`src/design/mem_region_pkg.sv`:
```
`default_nettype none

package mem_region_pkg;

  // Word address widths of the two RAMs
  localparam int INSTR_ADDR_WIDTH = 12;
  localparam int DATA_ADDR_WIDTH  = 11;

  // Region selects on address bits 31:24
  localparam logic [7:0] INSTR_BASE = 8'h1C;
  localparam logic [7:0] DATA_BASE  = 8'h10;

  // Request as driven by the core or an external bus port
  typedef struct packed {
    logic        req;
    logic        we;
    logic [3:0]  be;
    logic [31:0] addr;
    logic [31:0] wdata;
  } mem_req_t;

  // Response back towards the requester
  typedef struct packed {
    logic        gnt;
    logic        rvalid;
    logic [31:0] rdata;
  } mem_rsp_t;

endpackage

`default_nettype wire
```
`src/design/data_demux.sv`:
```
`timescale 1ns/1ps
`default_nettype none

module data_demux (
  input  wire                       clk,
  input  wire                       rst_n,
  input  mem_region_pkg::mem_req_t  core_req_i,
  output mem_region_pkg::mem_rsp_t  core_rsp_o,
  output mem_region_pkg::mem_req_t  ram_req_o,
  input  mem_region_pkg::mem_rsp_t  ram_rsp_i,
  output mem_region_pkg::mem_req_t  ext_req_o,
  input  mem_region_pkg::mem_rsp_t  ext_rsp_i
);

  typedef enum logic {
    TGT_RAM,
    TGT_EXT
  } target_e;

  target_e tgt_q;
  target_e tgt_d;
  logic    sel_ram;
  logic    gnt;

  assign sel_ram = (core_req_i.addr[31:24] == mem_region_pkg::DATA_BASE);

  // Same payload on both sides, only one req strobe set
  always_comb
  begin
    ram_req_o     = core_req_i;
    ext_req_o     = core_req_i;
    ram_req_o.req = core_req_i.req && sel_ram;
    ext_req_o.req = core_req_i.req && !sel_ram;
  end

  // Grant follows the address decode of the live request
  assign gnt = core_req_i.req && (sel_ram ? ram_rsp_i.gnt : ext_rsp_i.gnt);

  always_comb
  begin
    tgt_d = tgt_q;
    if (gnt)
      tgt_d = sel_ram ? TGT_RAM : TGT_EXT;
  end

  always_ff @(posedge clk or negedge rst_n)
  begin
    if (!rst_n)
      tgt_q <= TGT_RAM;
    else
      tgt_q <= tgt_d;
  end

  // Response comes from whoever took the last grant
  always_comb
  begin
    core_rsp_o.gnt = gnt;
    if (tgt_q == TGT_EXT)
    begin
      core_rsp_o.rvalid = ext_rsp_i.rvalid;
      core_rsp_o.rdata  = ext_rsp_i.rdata;
    end
    else
    begin
      core_rsp_o.rvalid = ram_rsp_i.rvalid;
      core_rsp_o.rdata  = ram_rsp_i.rdata;
    end
  end

endmodule

`default_nettype wire

```
`config.mk`:
```
export PLATFORM = sky130hd
export DESIGN_NAME = data_demux
export DESIGN_NICKNAME = d
export VERILOG_FILES = /design/src/design/mem_region_pkg.sv /design/src/design/data_demux.sv
export SDC_FILE = /design/constraint.sdc
export NUM_CORES = 1
export LEC_CHECK = 0
export BUFFER_PORTS_ARGS = -buffer_cell sky130_fd_sc_hd__buf_2
export CORE_AREA = 2 2 122 124
export DETAILED_ROUTE_END_ITERATION = 7
export DIE_AREA = 0 0 124 126
export PLACE_DENSITY_LB_ADDON = 0.12
export SETUP_SLACK_MARGIN = 0.05
export SYNTH_ARGS = -nofsm -noshare
export SYNTH_HDL_FRONTEND = slang
export SYNTH_SLANG_ARGS = --single-unit
```
`constraint.sdc`:
```
create_clock -name clk -period 1.15 [get_ports clk]
set_input_delay 0.0575 -clock clk [delete_from_list [all_inputs] [get_ports clk]]
set_output_delay 0.0575 -clock clk [all_outputs]
set_load 0.01 [all_outputs]
```
==> reports/qor.csv, run 1 <==
metric,value,unit
cp-startpoint,tgt_q$_DFFE_PN0P_,
setup_violations,0,
vias,1029,
final_nets,323,
fin_tns_setup,0,ns
io_pins,314,
antenna_cells,0,
core-area,14300,sq um
fin_cells,365,
largest_reg_flops,1,
worst_slew_pin_slew,0.209,ns
drive_gt1_frac,0.956,
rows,44,
fp.dieW,124,um
hold_slack,0.115,ns
p_leak,0.997,nW
p_total,0.000546,W
slew_violations,0,
maxCapViolCount,0,
status,"complete, no violations",
antenna_found_initial,0,
path_class,flop to output pin,
hold_viol,0,
die_area,15600,sq um
ir_drop,80.3,uV
r2r_cells,4,
startpoint_type,flop,
top_regs,tgt_q (1),
synth.avg_cell_area,8.15,sq um
rsz0062_at_grt,yes,
ant_nets,0,
grt_usage,0.0417,
final_cell_mix,"buf_2 (95), buf_6 (34), mux2_4 (33)",
syn_inst,188,
dp_hpwl,3290,um
post-route-min-period,1.15,ns
cp.arrival,1.09,ns
grt_remaining_overflow,0,
yosys_warnings,0,
areaGrowthSynthToFinish,17.6,%
dpl.cell_count,362,
start_util,0.107,
ys_seq_area_frac,0.0163,
max_freq,873,MHz
grt_pass1_wl,5110,um
synth_area_leaders,"buf_4 (70%), mux2_2 (24%), dfrtp_1 (1.6%)",
min_from,core_req_i[11],
holdPathStages,0,
yosysTopAreaCellShare,0.696,
synth.distinct_cells,12,
synth_area_leader_cell,buf_4,
top_register,tgt_q,
clkLatencyLatePin,0,ns
postSynthNetCount,328,
ys_ff_latch,1,
place.gp.congestion,0.582,
reg2reg_from,tgt_q$_DFFE_PN0P_,
drt_iter0_markers,8,
endpoint_kind,output pin,
slew_headroom,0.860,
via_per_inst,2.82,
drt_pass1_iterations,4,
grt_max_degree,23,
hp-class,input pin to output pin,
final_common_cell,buf_2,
clkTransAtPathRegs,0,ns
wl_per_cell,11.5,um
post_dp_cell_area,1390,sq um
synthesis.area,1530,sq um
power.density,303,nW/um^2
critical_path_required,1.09,ns
die_y,126,um
drc_errors,0,
fin_crit_sh,0.996,
final_cell_area,1800,sq um
cp_max_fo,11,
port_buffers,130,
skew,0,ns
routed_wl,4190,um
grt_pass1_vias,944,
## worst paths after layout
| path | end | slack, ns |
|---|---|---|
| max in group asynchronous | tgt_q$_DFFE_PN0P_ | 0.66 |
| hold reg to reg | tgt_q$_DFFE_PN0P_ | 0.95 |
| min in group asynchronous | tgt_q$_DFFE_PN0P_ | 0.38 |
| setup / recovery | core_rsp_o[28] | 0.004 |
| hold / removal | ext_req_o[11] | 0.12 |
| setup reg to reg | tgt_q$_DFFE_PN0P_ | 0.10 |
## metrics by stage
stage          setup slack, ns    util
6_report               0.00426   0.126
5_1_grt                -0.0634   0.126
4_1_cts                -0.0165   0.109
3_5_place_dp           -0.0992  0.0972
3_3_place_gp            0.0131  0.0972
2_1_floorplan           0.0864       -
## power breakdown
group | switching [W] | internal (W)
sequential | 0.000000488 | 0.0000360
combinational | 0.000180 | 0.000329
clock | 0 | 0
## cell type report
cell class / instances / area, sq um
fill: 1674 / 12500
multi-input combinational: 44 / 583
sequential: 1 / 26.3
tap: 184 / 230
timing repair buffer: 136 / 963
## cells by family after synthesis
logic type             synth area share
DFF                              0.0163
muxes                             0.249
and+or+nand+nor                  0.0294
AOI/OAI and AO/OA               0.00653
buffers and inverters             0.699
## cell usage after synthesis
| cell type | n |
|---|---|
| and4b_2 | 1 |
| mux2_2 | 33 |
| buf_2 | 1 |
| and2_1 | 1 |
| buf_4 | 142 |
| nor4_1 | 1 |
| nor2b_1 | 1 |
| dfrtp_1 | 1 |
| mux2i_1 | 1 |
| nor2_1 | 1 |
| nand2_1 | 3 |
| a21oi_1 | 2 |
## timing repair
action                                  CTS  global route
pin swaps                                 2             1
gates cloned                              0             1
endpoints found under the setup margin   28            37
buffers inserted                          1             0
hold endpoints to repair                  1             0
resized for setup                        32            45
hold buffers                              1             0
## critical path: stages, from the launching register on
cell	delay, ns
dfrtp_2	0.45
clkbuf_16	0.21
mux2_4	0.31
buf_6	0.12
## per-layer routing
metal,global-route usage,routed length (um),vias up
met5,0,0,-
met4,0.0139,92,0
met3,0.0172,642,18
met2,0.0750,2070,112
met1,0.0434,1380,450
li1,-,-,449
Power figures use the tool's default switching activity.
==> inputs of run 2 (changes only) <==
--- a/config.mk
+++ b/config.mk
@@ -5,10 +5,12 @@
 export SDC_FILE = /design/constraint.sdc
 export NUM_CORES = 1
 export LEC_CHECK = 0
+export ABC_AREA = 0
 export BUFFER_PORTS_ARGS = -buffer_cell sky130_fd_sc_hd__buf_2
 export CORE_AREA = 2 2 122 124
 export DETAILED_ROUTE_END_ITERATION = 7
 export DIE_AREA = 0 0 124 126
+export GPL_TIMING_DRIVEN = 0
 export PLACE_DENSITY_LB_ADDON = 0.12
 export SETUP_SLACK_MARGIN = 0.05
 export SYNTH_ARGS = -nofsm -noshare
==> reports/qor.csv, run 2 (synthesis results as in run 1) <==
metric,value,unit,change
regToRegEndpoint,tgt_q$_DFFE_PN0P_,,unchanged
grt_usage,0.0693,,was 0.0417
clkLatencyLatePin,0,ns,about the same
place.gp.congestion,0.675,,was 0.582
post-route-min-period,1.20,ns,was 1.15 ns
maxCapViolCount,0,,unchanged
fp.dieW,124,um,unchanged
fin_ws,-0.0513,ns,was 0.00426 ns
slew_headroom,0.857,,was 0.860
drt_iter0_markers,9,,was 8
io_pins,314,,unchanged
final_nets,591,,was 323
drive_gt1_frac,0.982,,was 0.956
drt_pass1_iterations,2,,was 4
worst_slew_pin_slew,0.212,ns,was 0.209 ns
power.density,344,nW/um^2,was 303 nW/um^2
max_freq,832,MHz,was 873 MHz
p_switching,0.000423,W,was 0.000181 W
final_cell_mix,"buf_2 (216), buf_4 (142), buf_6 (35)",,"was buf_2 (95), buf_6 (34), mux2_4 (33)"
dp_hpwl,5760,um,was 3290 um
final_common_cell,buf_2,,unchanged
routed_wl,6770,um,was 4190 um
rsz0062_at_grt,yes,,unchanged
seqCellArea,25.0,sq um,was 26.3 sq um
dp_slack,-0.251,ns,was -0.0992 ns
setup_violations,35,,was 0
p_leak,2.22,nW,was 0.997 nW
skew,0,ns,unchanged
crit_chain,"buf_8, nor4_4, and4b_2, mux2i_1, buf_4, buf_6",,"was clkbuf_16, mux2_4, buf_6"
combinationalPowerShare,0.971,,was 0.933
ant_nets,0,,unchanged
reg2reg_from,tgt_q$_DFFE_PN0P_,,unchanged
fin_util,0.251,,was 0.126
crit_cells,6,,was 3
status,finished with violations,,"was complete, no violations"
r2r_setup_slack,0.06,ns,was 0.10 ns
r2r_cells,5,,was 4
ir_drop,114,uV,was 80.3 uV
via_per_inst,3.21,,was 2.82
startpoint_type,input pin,,was flop
cp_top_family,simple AND/OR/NAND/NOR gates,,was flip-flops
multi_input_area,586,sq um,was 583 sq um
fin_crit_sh,1.04,,was 0.996
seqPwrFrac,0.029,,was 0.067
die_y,126,um,unchanged
top_regs,tgt_q (1),,unchanged
start_util,0.107,,unchanged
wl_per_cell,10.7,um,was 11.5 um
top_register,tgt_q,,unchanged
grt_remaining_overflow,0,,unchanged
grt_pass1_wl,8740,um,was 5110 um
antenna_cells,0,,unchanged
areaGrowthSynthToFinish,135,%,was 17.6%
critical_path_required,1.09,ns,about the same
cp-startpoint,core_req_i[56],,was tgt_q$_DFFE_PN0P_
hold_viol,0,,unchanged
endpoint_kind,output pin,,unchanged
crit_end,core_rsp_o[33],,was core_rsp_o[28]
grt_pass1_vias,1887,,was 944
slowest_stage,and4b_2,,was dfrtp_2
cp_max_fo,2,,was 11
power.internal,0.000815,W,was 0.000365 W
path_buf_inv,3,,was 2
drc_errors,0,,unchanged
fillerInstances,1581,,was 1674
violations,negative setup slack,,
hp-class,input pin to output pin,,unchanged
die_area,15600,sq um,unchanged
antenna_found_initial,0,,unchanged
largest_reg_flops,1,,unchanged
cp.arrival,1.14,ns,was 1.09 ns
slew_violations,0,,unchanged
grt_max_degree,11,,was 23
p_clk_frac,0,,about the same
port_buffers,252,,was 130
path_class,input pin to output pin,,was flop to output pin
vias,2032,,was 1029
core-area,14300,sq um,unchanged
max_stage_delay,0.30,ns,was 0.45 ns
p_sw_frac,0.342,,was 0.331
rows,44,,unchanged
[run 2: metal layers]
| metal | up-vias | global-route usage | wire [um] |
|---|---|---|---|
| met5 | - | 0 | 0 |
| met4 | 0 | 0.00198 | 21 |
| met3 | 2 | 0.00679 | 752 |
| met2 | 154 | 0.152 | 3830 |
| met1 | 890 | 0.0707 | 2170 |
| li1 | 986 | - | - |
[run 2: repair_timing]
item / in CTS / in global routing
endpoints found under the hold margin: 1 / 0
pin swaps: 2 / 2
hold buffers: 1 / 0
buffers inserted: 4 / 1
cloned: 1 / 2
setup endpoints to repair: 37 / 37
gates resized for setup: 78 / 19
[run 2: worst register-to-register path: cells and delay by family, from the launching register on]
kind	cells	cell delay (ns)
buffers and inverters	3	0.42
AOI/OAI and AO/OA	2	0.17
DFF	1	0.38
[run 2: layout make-up]
type                       count  area share
sequential                     1     0.00696
buffer                       143       0.313
multi-input combinational     44       0.163
tap                          184      0.0640
timing repair buffer         261       0.454
[run 2: per-stage QoR]
| step | hold WS [ns] | total power [W] | TNS, ns | area, sq um | cells |
|---|---|---|---|---|---|
| global route | 0.302 | 0.00133 | -1.53 | 3590 | 633 |
| finish | 0.298 | 0.00124 | -0.595 | 3590 | 633 |
| floorplan | -0.238 | 0.000643 | 0 | 1530 | 188 |
| CTS | 0.298 | 0.00122 | -0.757 | 3460 | 630 |
| detailed placement | -0.167 | 0.00108 | -5.28 | 3020 | 624 |
| global placement | -0.166 | 0.00109 | -5.08 | 3020 | 624 |
[run 2: worst min-delay path by stage]
stage	depth (start not counted)	to	slack [ns]	start
after global placement	1	tgt_q$_DFFE_PN0P_	-0.17	rst_n
final	2	ext_req_o[0]	0.30	core_req_i[0]
after floorplan	0	tgt_q$_DFFE_PN0P_	-0.24	rst_n
after CTS	2	ram_req_o[41]	0.30	core_req_i[41]
after global routing	2	ram_req_o[54]	0.30	core_req_i[54]
after detailed placement	1	tgt_q$_DFFE_PN0P_	-0.17	rst_n
[run 2: power groups by stage]
stage	logic [W]	clock network [W]	registers [W]
floorplan	0.000607	0	0.0000360
global placement	0.00105	0	0.0000361
detailed placement	0.00105	0	0.0000360
CTS	0.00118	0	0.0000361
global route	0.00130	0	0.0000362
finish	0.00120	0	0.0000362
==> inputs of run 3 (changes only) <==
--- a/config.mk
+++ b/config.mk
@@ -11,7 +11,6 @@
 export DETAILED_ROUTE_END_ITERATION = 7
 export DIE_AREA = 0 0 124 126
 export GPL_TIMING_DRIVEN = 0
-export PLACE_DENSITY_LB_ADDON = 0.12
 export SETUP_SLACK_MARGIN = 0.05
 export SYNTH_ARGS = -nofsm -noshare
 export SYNTH_HDL_FRONTEND = slang
==> constraint.sdc (replaced) <==
create_clock -name clk -period 1.2 [get_ports clk]
set_input_delay 0.06 -clock clk [delete_from_list [all_inputs] [get_ports clk]]
set_output_delay 0.06 -clock clk [all_outputs]
set_load 0.01 [all_outputs]
==> reports/qor.csv, run 3 (synthesis results as in run 1) <==
metric,value,unit,change
seqCellArea,25.0,sq um,unchanged
routed_wl,6640,um,was 6770 um
max_stage_delay,0.35,ns,was 0.30 ns
grt_pass1_wl,8400,um,was 8740 um
final_nets,588,,was 591
fp.dieW,124,um,unchanged
antenna_cells,0,,unchanged
clkLatencyLatePin,0,ns,about the same
power.density,341,nW/um^2,was 344 nW/um^2
place.gp.congestion,0.743,,was 0.675
top_regs,tgt_q (1),,unchanged
grt_usage,0.0671,,was 0.0693
maxCapViolCount,0,,unchanged
core-area,14300,sq um,unchanged
post-route-min-period,1.17,ns,
path_class,flop to output pin,,was input pin to output pin
crit_chain,"buf_6, buf_8, mux2_2, buf_2",,"was buf_8, nor4_4, and4b_2, mux2i_1, buf_4, buf_6"
regToRegEndpoint,tgt_q$_DFFE_PN0P_,,unchanged
wl_met1,2360,um,was 2170 um
slowest_stage,mux2_2,,was and4b_2
fin_crit_sh,0.977,,
routed.top_layer,met3,,was met4
p_total,0.00112,W,was 0.00124 W
fillerInstances,1607,,was 1581
min_from,core_req_i[64],,was core_req_i[0]
drc_errors,0,,unchanged
startpoint_type,flop,,was input pin
vias,1948,,was 2032
drt_pass1_iterations,4,,was 2
cp_max_fo,10,,was 2
io_pins,314,,unchanged
cp_top_family,buffers and inverters,,was simple AND/OR/NAND/NOR gates
start_util,0.107,,unchanged
clkTransAtPathRegs,0,ns,
r2r_cells,5,,unchanged
status,"complete, no violations",,was finished with violations
multi_input_area,488,sq um,was 586 sq um
max_freq,853,MHz,
rsz0062_at_grt,yes,,unchanged
power.internal,0.000717,W,was 0.000815 W
slew_headroom,0.885,,was 0.857
slew_violations,0,,unchanged
p_leak,2.01,nW,was 2.22 nW
hold_slack,0.303,ns,was 0.298 ns
holdPathStages,2,,unchanged
post_dp_cell_area,3020,sq um,unchanged
p_sw_frac,0.362,,was 0.342
rows,44,,unchanged
via_per_inst,3.09,,was 3.21
met2WireLength,3590,um,was 3830 um
areaGrowthSynthToFinish,115,%,was 135%
die_y,126,um,unchanged
wl_met3,695,um,was 752 um
top_register,tgt_q,,unchanged
min_to,ram_req_o[64],,was ext_req_o[0]
worst_slew_pin_slew,0.172,ns,was 0.212 ns
r2r_setup_slack,0.13,ns,was 0.06 ns
die_area,15600,sq um,unchanged
reg2reg_from,tgt_q$_DFFE_PN0P_,,unchanged
setup_violations,0,,was 35
p_switching,0.000407,W,was 0.000423 W
final_cell_area,3300,sq um,was 3590 sq um
ir_drop,99.1,uV,was 114 uV
final_common_cell,buf_2,,unchanged
antenna_found_initial,0,,unchanged
grt_remaining_overflow,0,,unchanged
largest_reg_flops,1,,unchanged
skew,0,ns,unchanged
wl_per_cell,10.5,um,was 10.7 um
dp_hpwl,5880,um,was 5760 um
final_cell_mix,"buf_2 (231), buf_4 (144), buf_6 (21), mux2_2 (21), mux2_4 (12)",,"was buf_2 (216), buf_4 (142), buf_6 (35)"
port_buffers,252,,unchanged
drt_iter0_markers,16,,was 9
combinationalPowerShare,0.969,,was 0.971
ant_nets,0,,unchanged
hp-class,input pin to output pin,,unchanged
grt_pass1_vias,1731,,was 1887
fin_util,0.230,,was 0.251
drive_gt1_frac,0.975,,was 0.982
seqPwrFrac,0.031,,was 0.029
hold_viol,0,,unchanged
critical_path_required,1.14,ns,was 1.09 ns
cp.arrival,1.11,ns,was 1.14 ns
path_buf_inv,3,,unchanged
p_clk_frac,0,,about the same
endpoint_kind,output pin,,unchanged
grt_max_degree,11,,unchanged
==> run 3: cell types whose count changed in the layout (fill, tap and decap cells not counted), sizes merged <==
cell,before,now
clkbuf,2,1
buf,401,399
==> run 3: area by class of cell <==
type,instances,share of cell area
sequential,1,0.00759
tap,184,0.0698
buffer,143,0.334
timing repair buffer,258,0.441
multi-input combinational,44,0.148
==> run 3: metal layers <==
layer / vias to the layer above / global-route usage
met1: 844 / 0.0789
met3: 0 / 0.0140
met2: 127 / 0.130
li1: 977 / -
met4: 0 / 0
met5: - / 0
==> run 3: worst reg2reg max path: cells and delay by family (launching register included) <==
kind | cells | cell delay (ns)
buffers and inverters | 3 | 0.44
AO/OA/AOI/OAI | 2 | 0.17
flip-flops | 1 | 0.35
==> run 3: worst max path at each step <==
stage	from	to	slack (ns)	depth (start not counted)
6_report	tgt_q$_DFFE_PN0P_	core_rsp_o[29]	0.03	4
4_1_cts	tgt_q$_DFFE_PN0P_	core_rsp_o[11]	0.005	4
2_1_floorplan	tgt_q$_DFFE_PN0P_	core_rsp_o[0]	0.13	3
3_3_place_gp	tgt_q$_DFFE_PN0P_	core_rsp_o[5]	-0.20	4
3_5_place_dp	tgt_q$_DFFE_PN0P_	core_rsp_o[5]	-0.20	4
5_1_grt	core_req_i[58]	core_rsp_o[33]	-0.01	6
==> run 3: repair_timing <==
| item | CTS | global route |
|---|---|---|
| hold endpoints to repair | 1 | 0 |
| pin swaps | 2 | 1 |
| gates resized for setup | 11 | 37 |
| hold buffers | 1 | 0 |
| cloned | 0 | 1 |
| buffers inserted | 3 | 1 |
| setup endpoints to repair | 29 | 35 |
==> run 3: through the flow <==
stage	worst slack, ns	setup TNS, ns	std cells
6_report	0.0276	0	630
4_1_cts	0.00525	0	628
3_3_place_gp	-0.205	-4.37	624
3_5_place_dp	-0.201	-4.36	624
2_1_floorplan	0.134	0	188
5_1_grt	-0.00956	-0.0630	630
==> run 3: power groups by stage <==
stage	Combinational (W)	Sequential, W	Clock [W]
2_1_floorplan	0.000582	0.0000345	0
3_3_place_gp	0.00101	0.0000345	0
3_5_place_dp	0.00102	0.0000345	0
4_1_cts	0.00104	0.0000346	0
5_1_grt	0.00118	0.0000346	0
6_report	0.00109	0.0000346	0
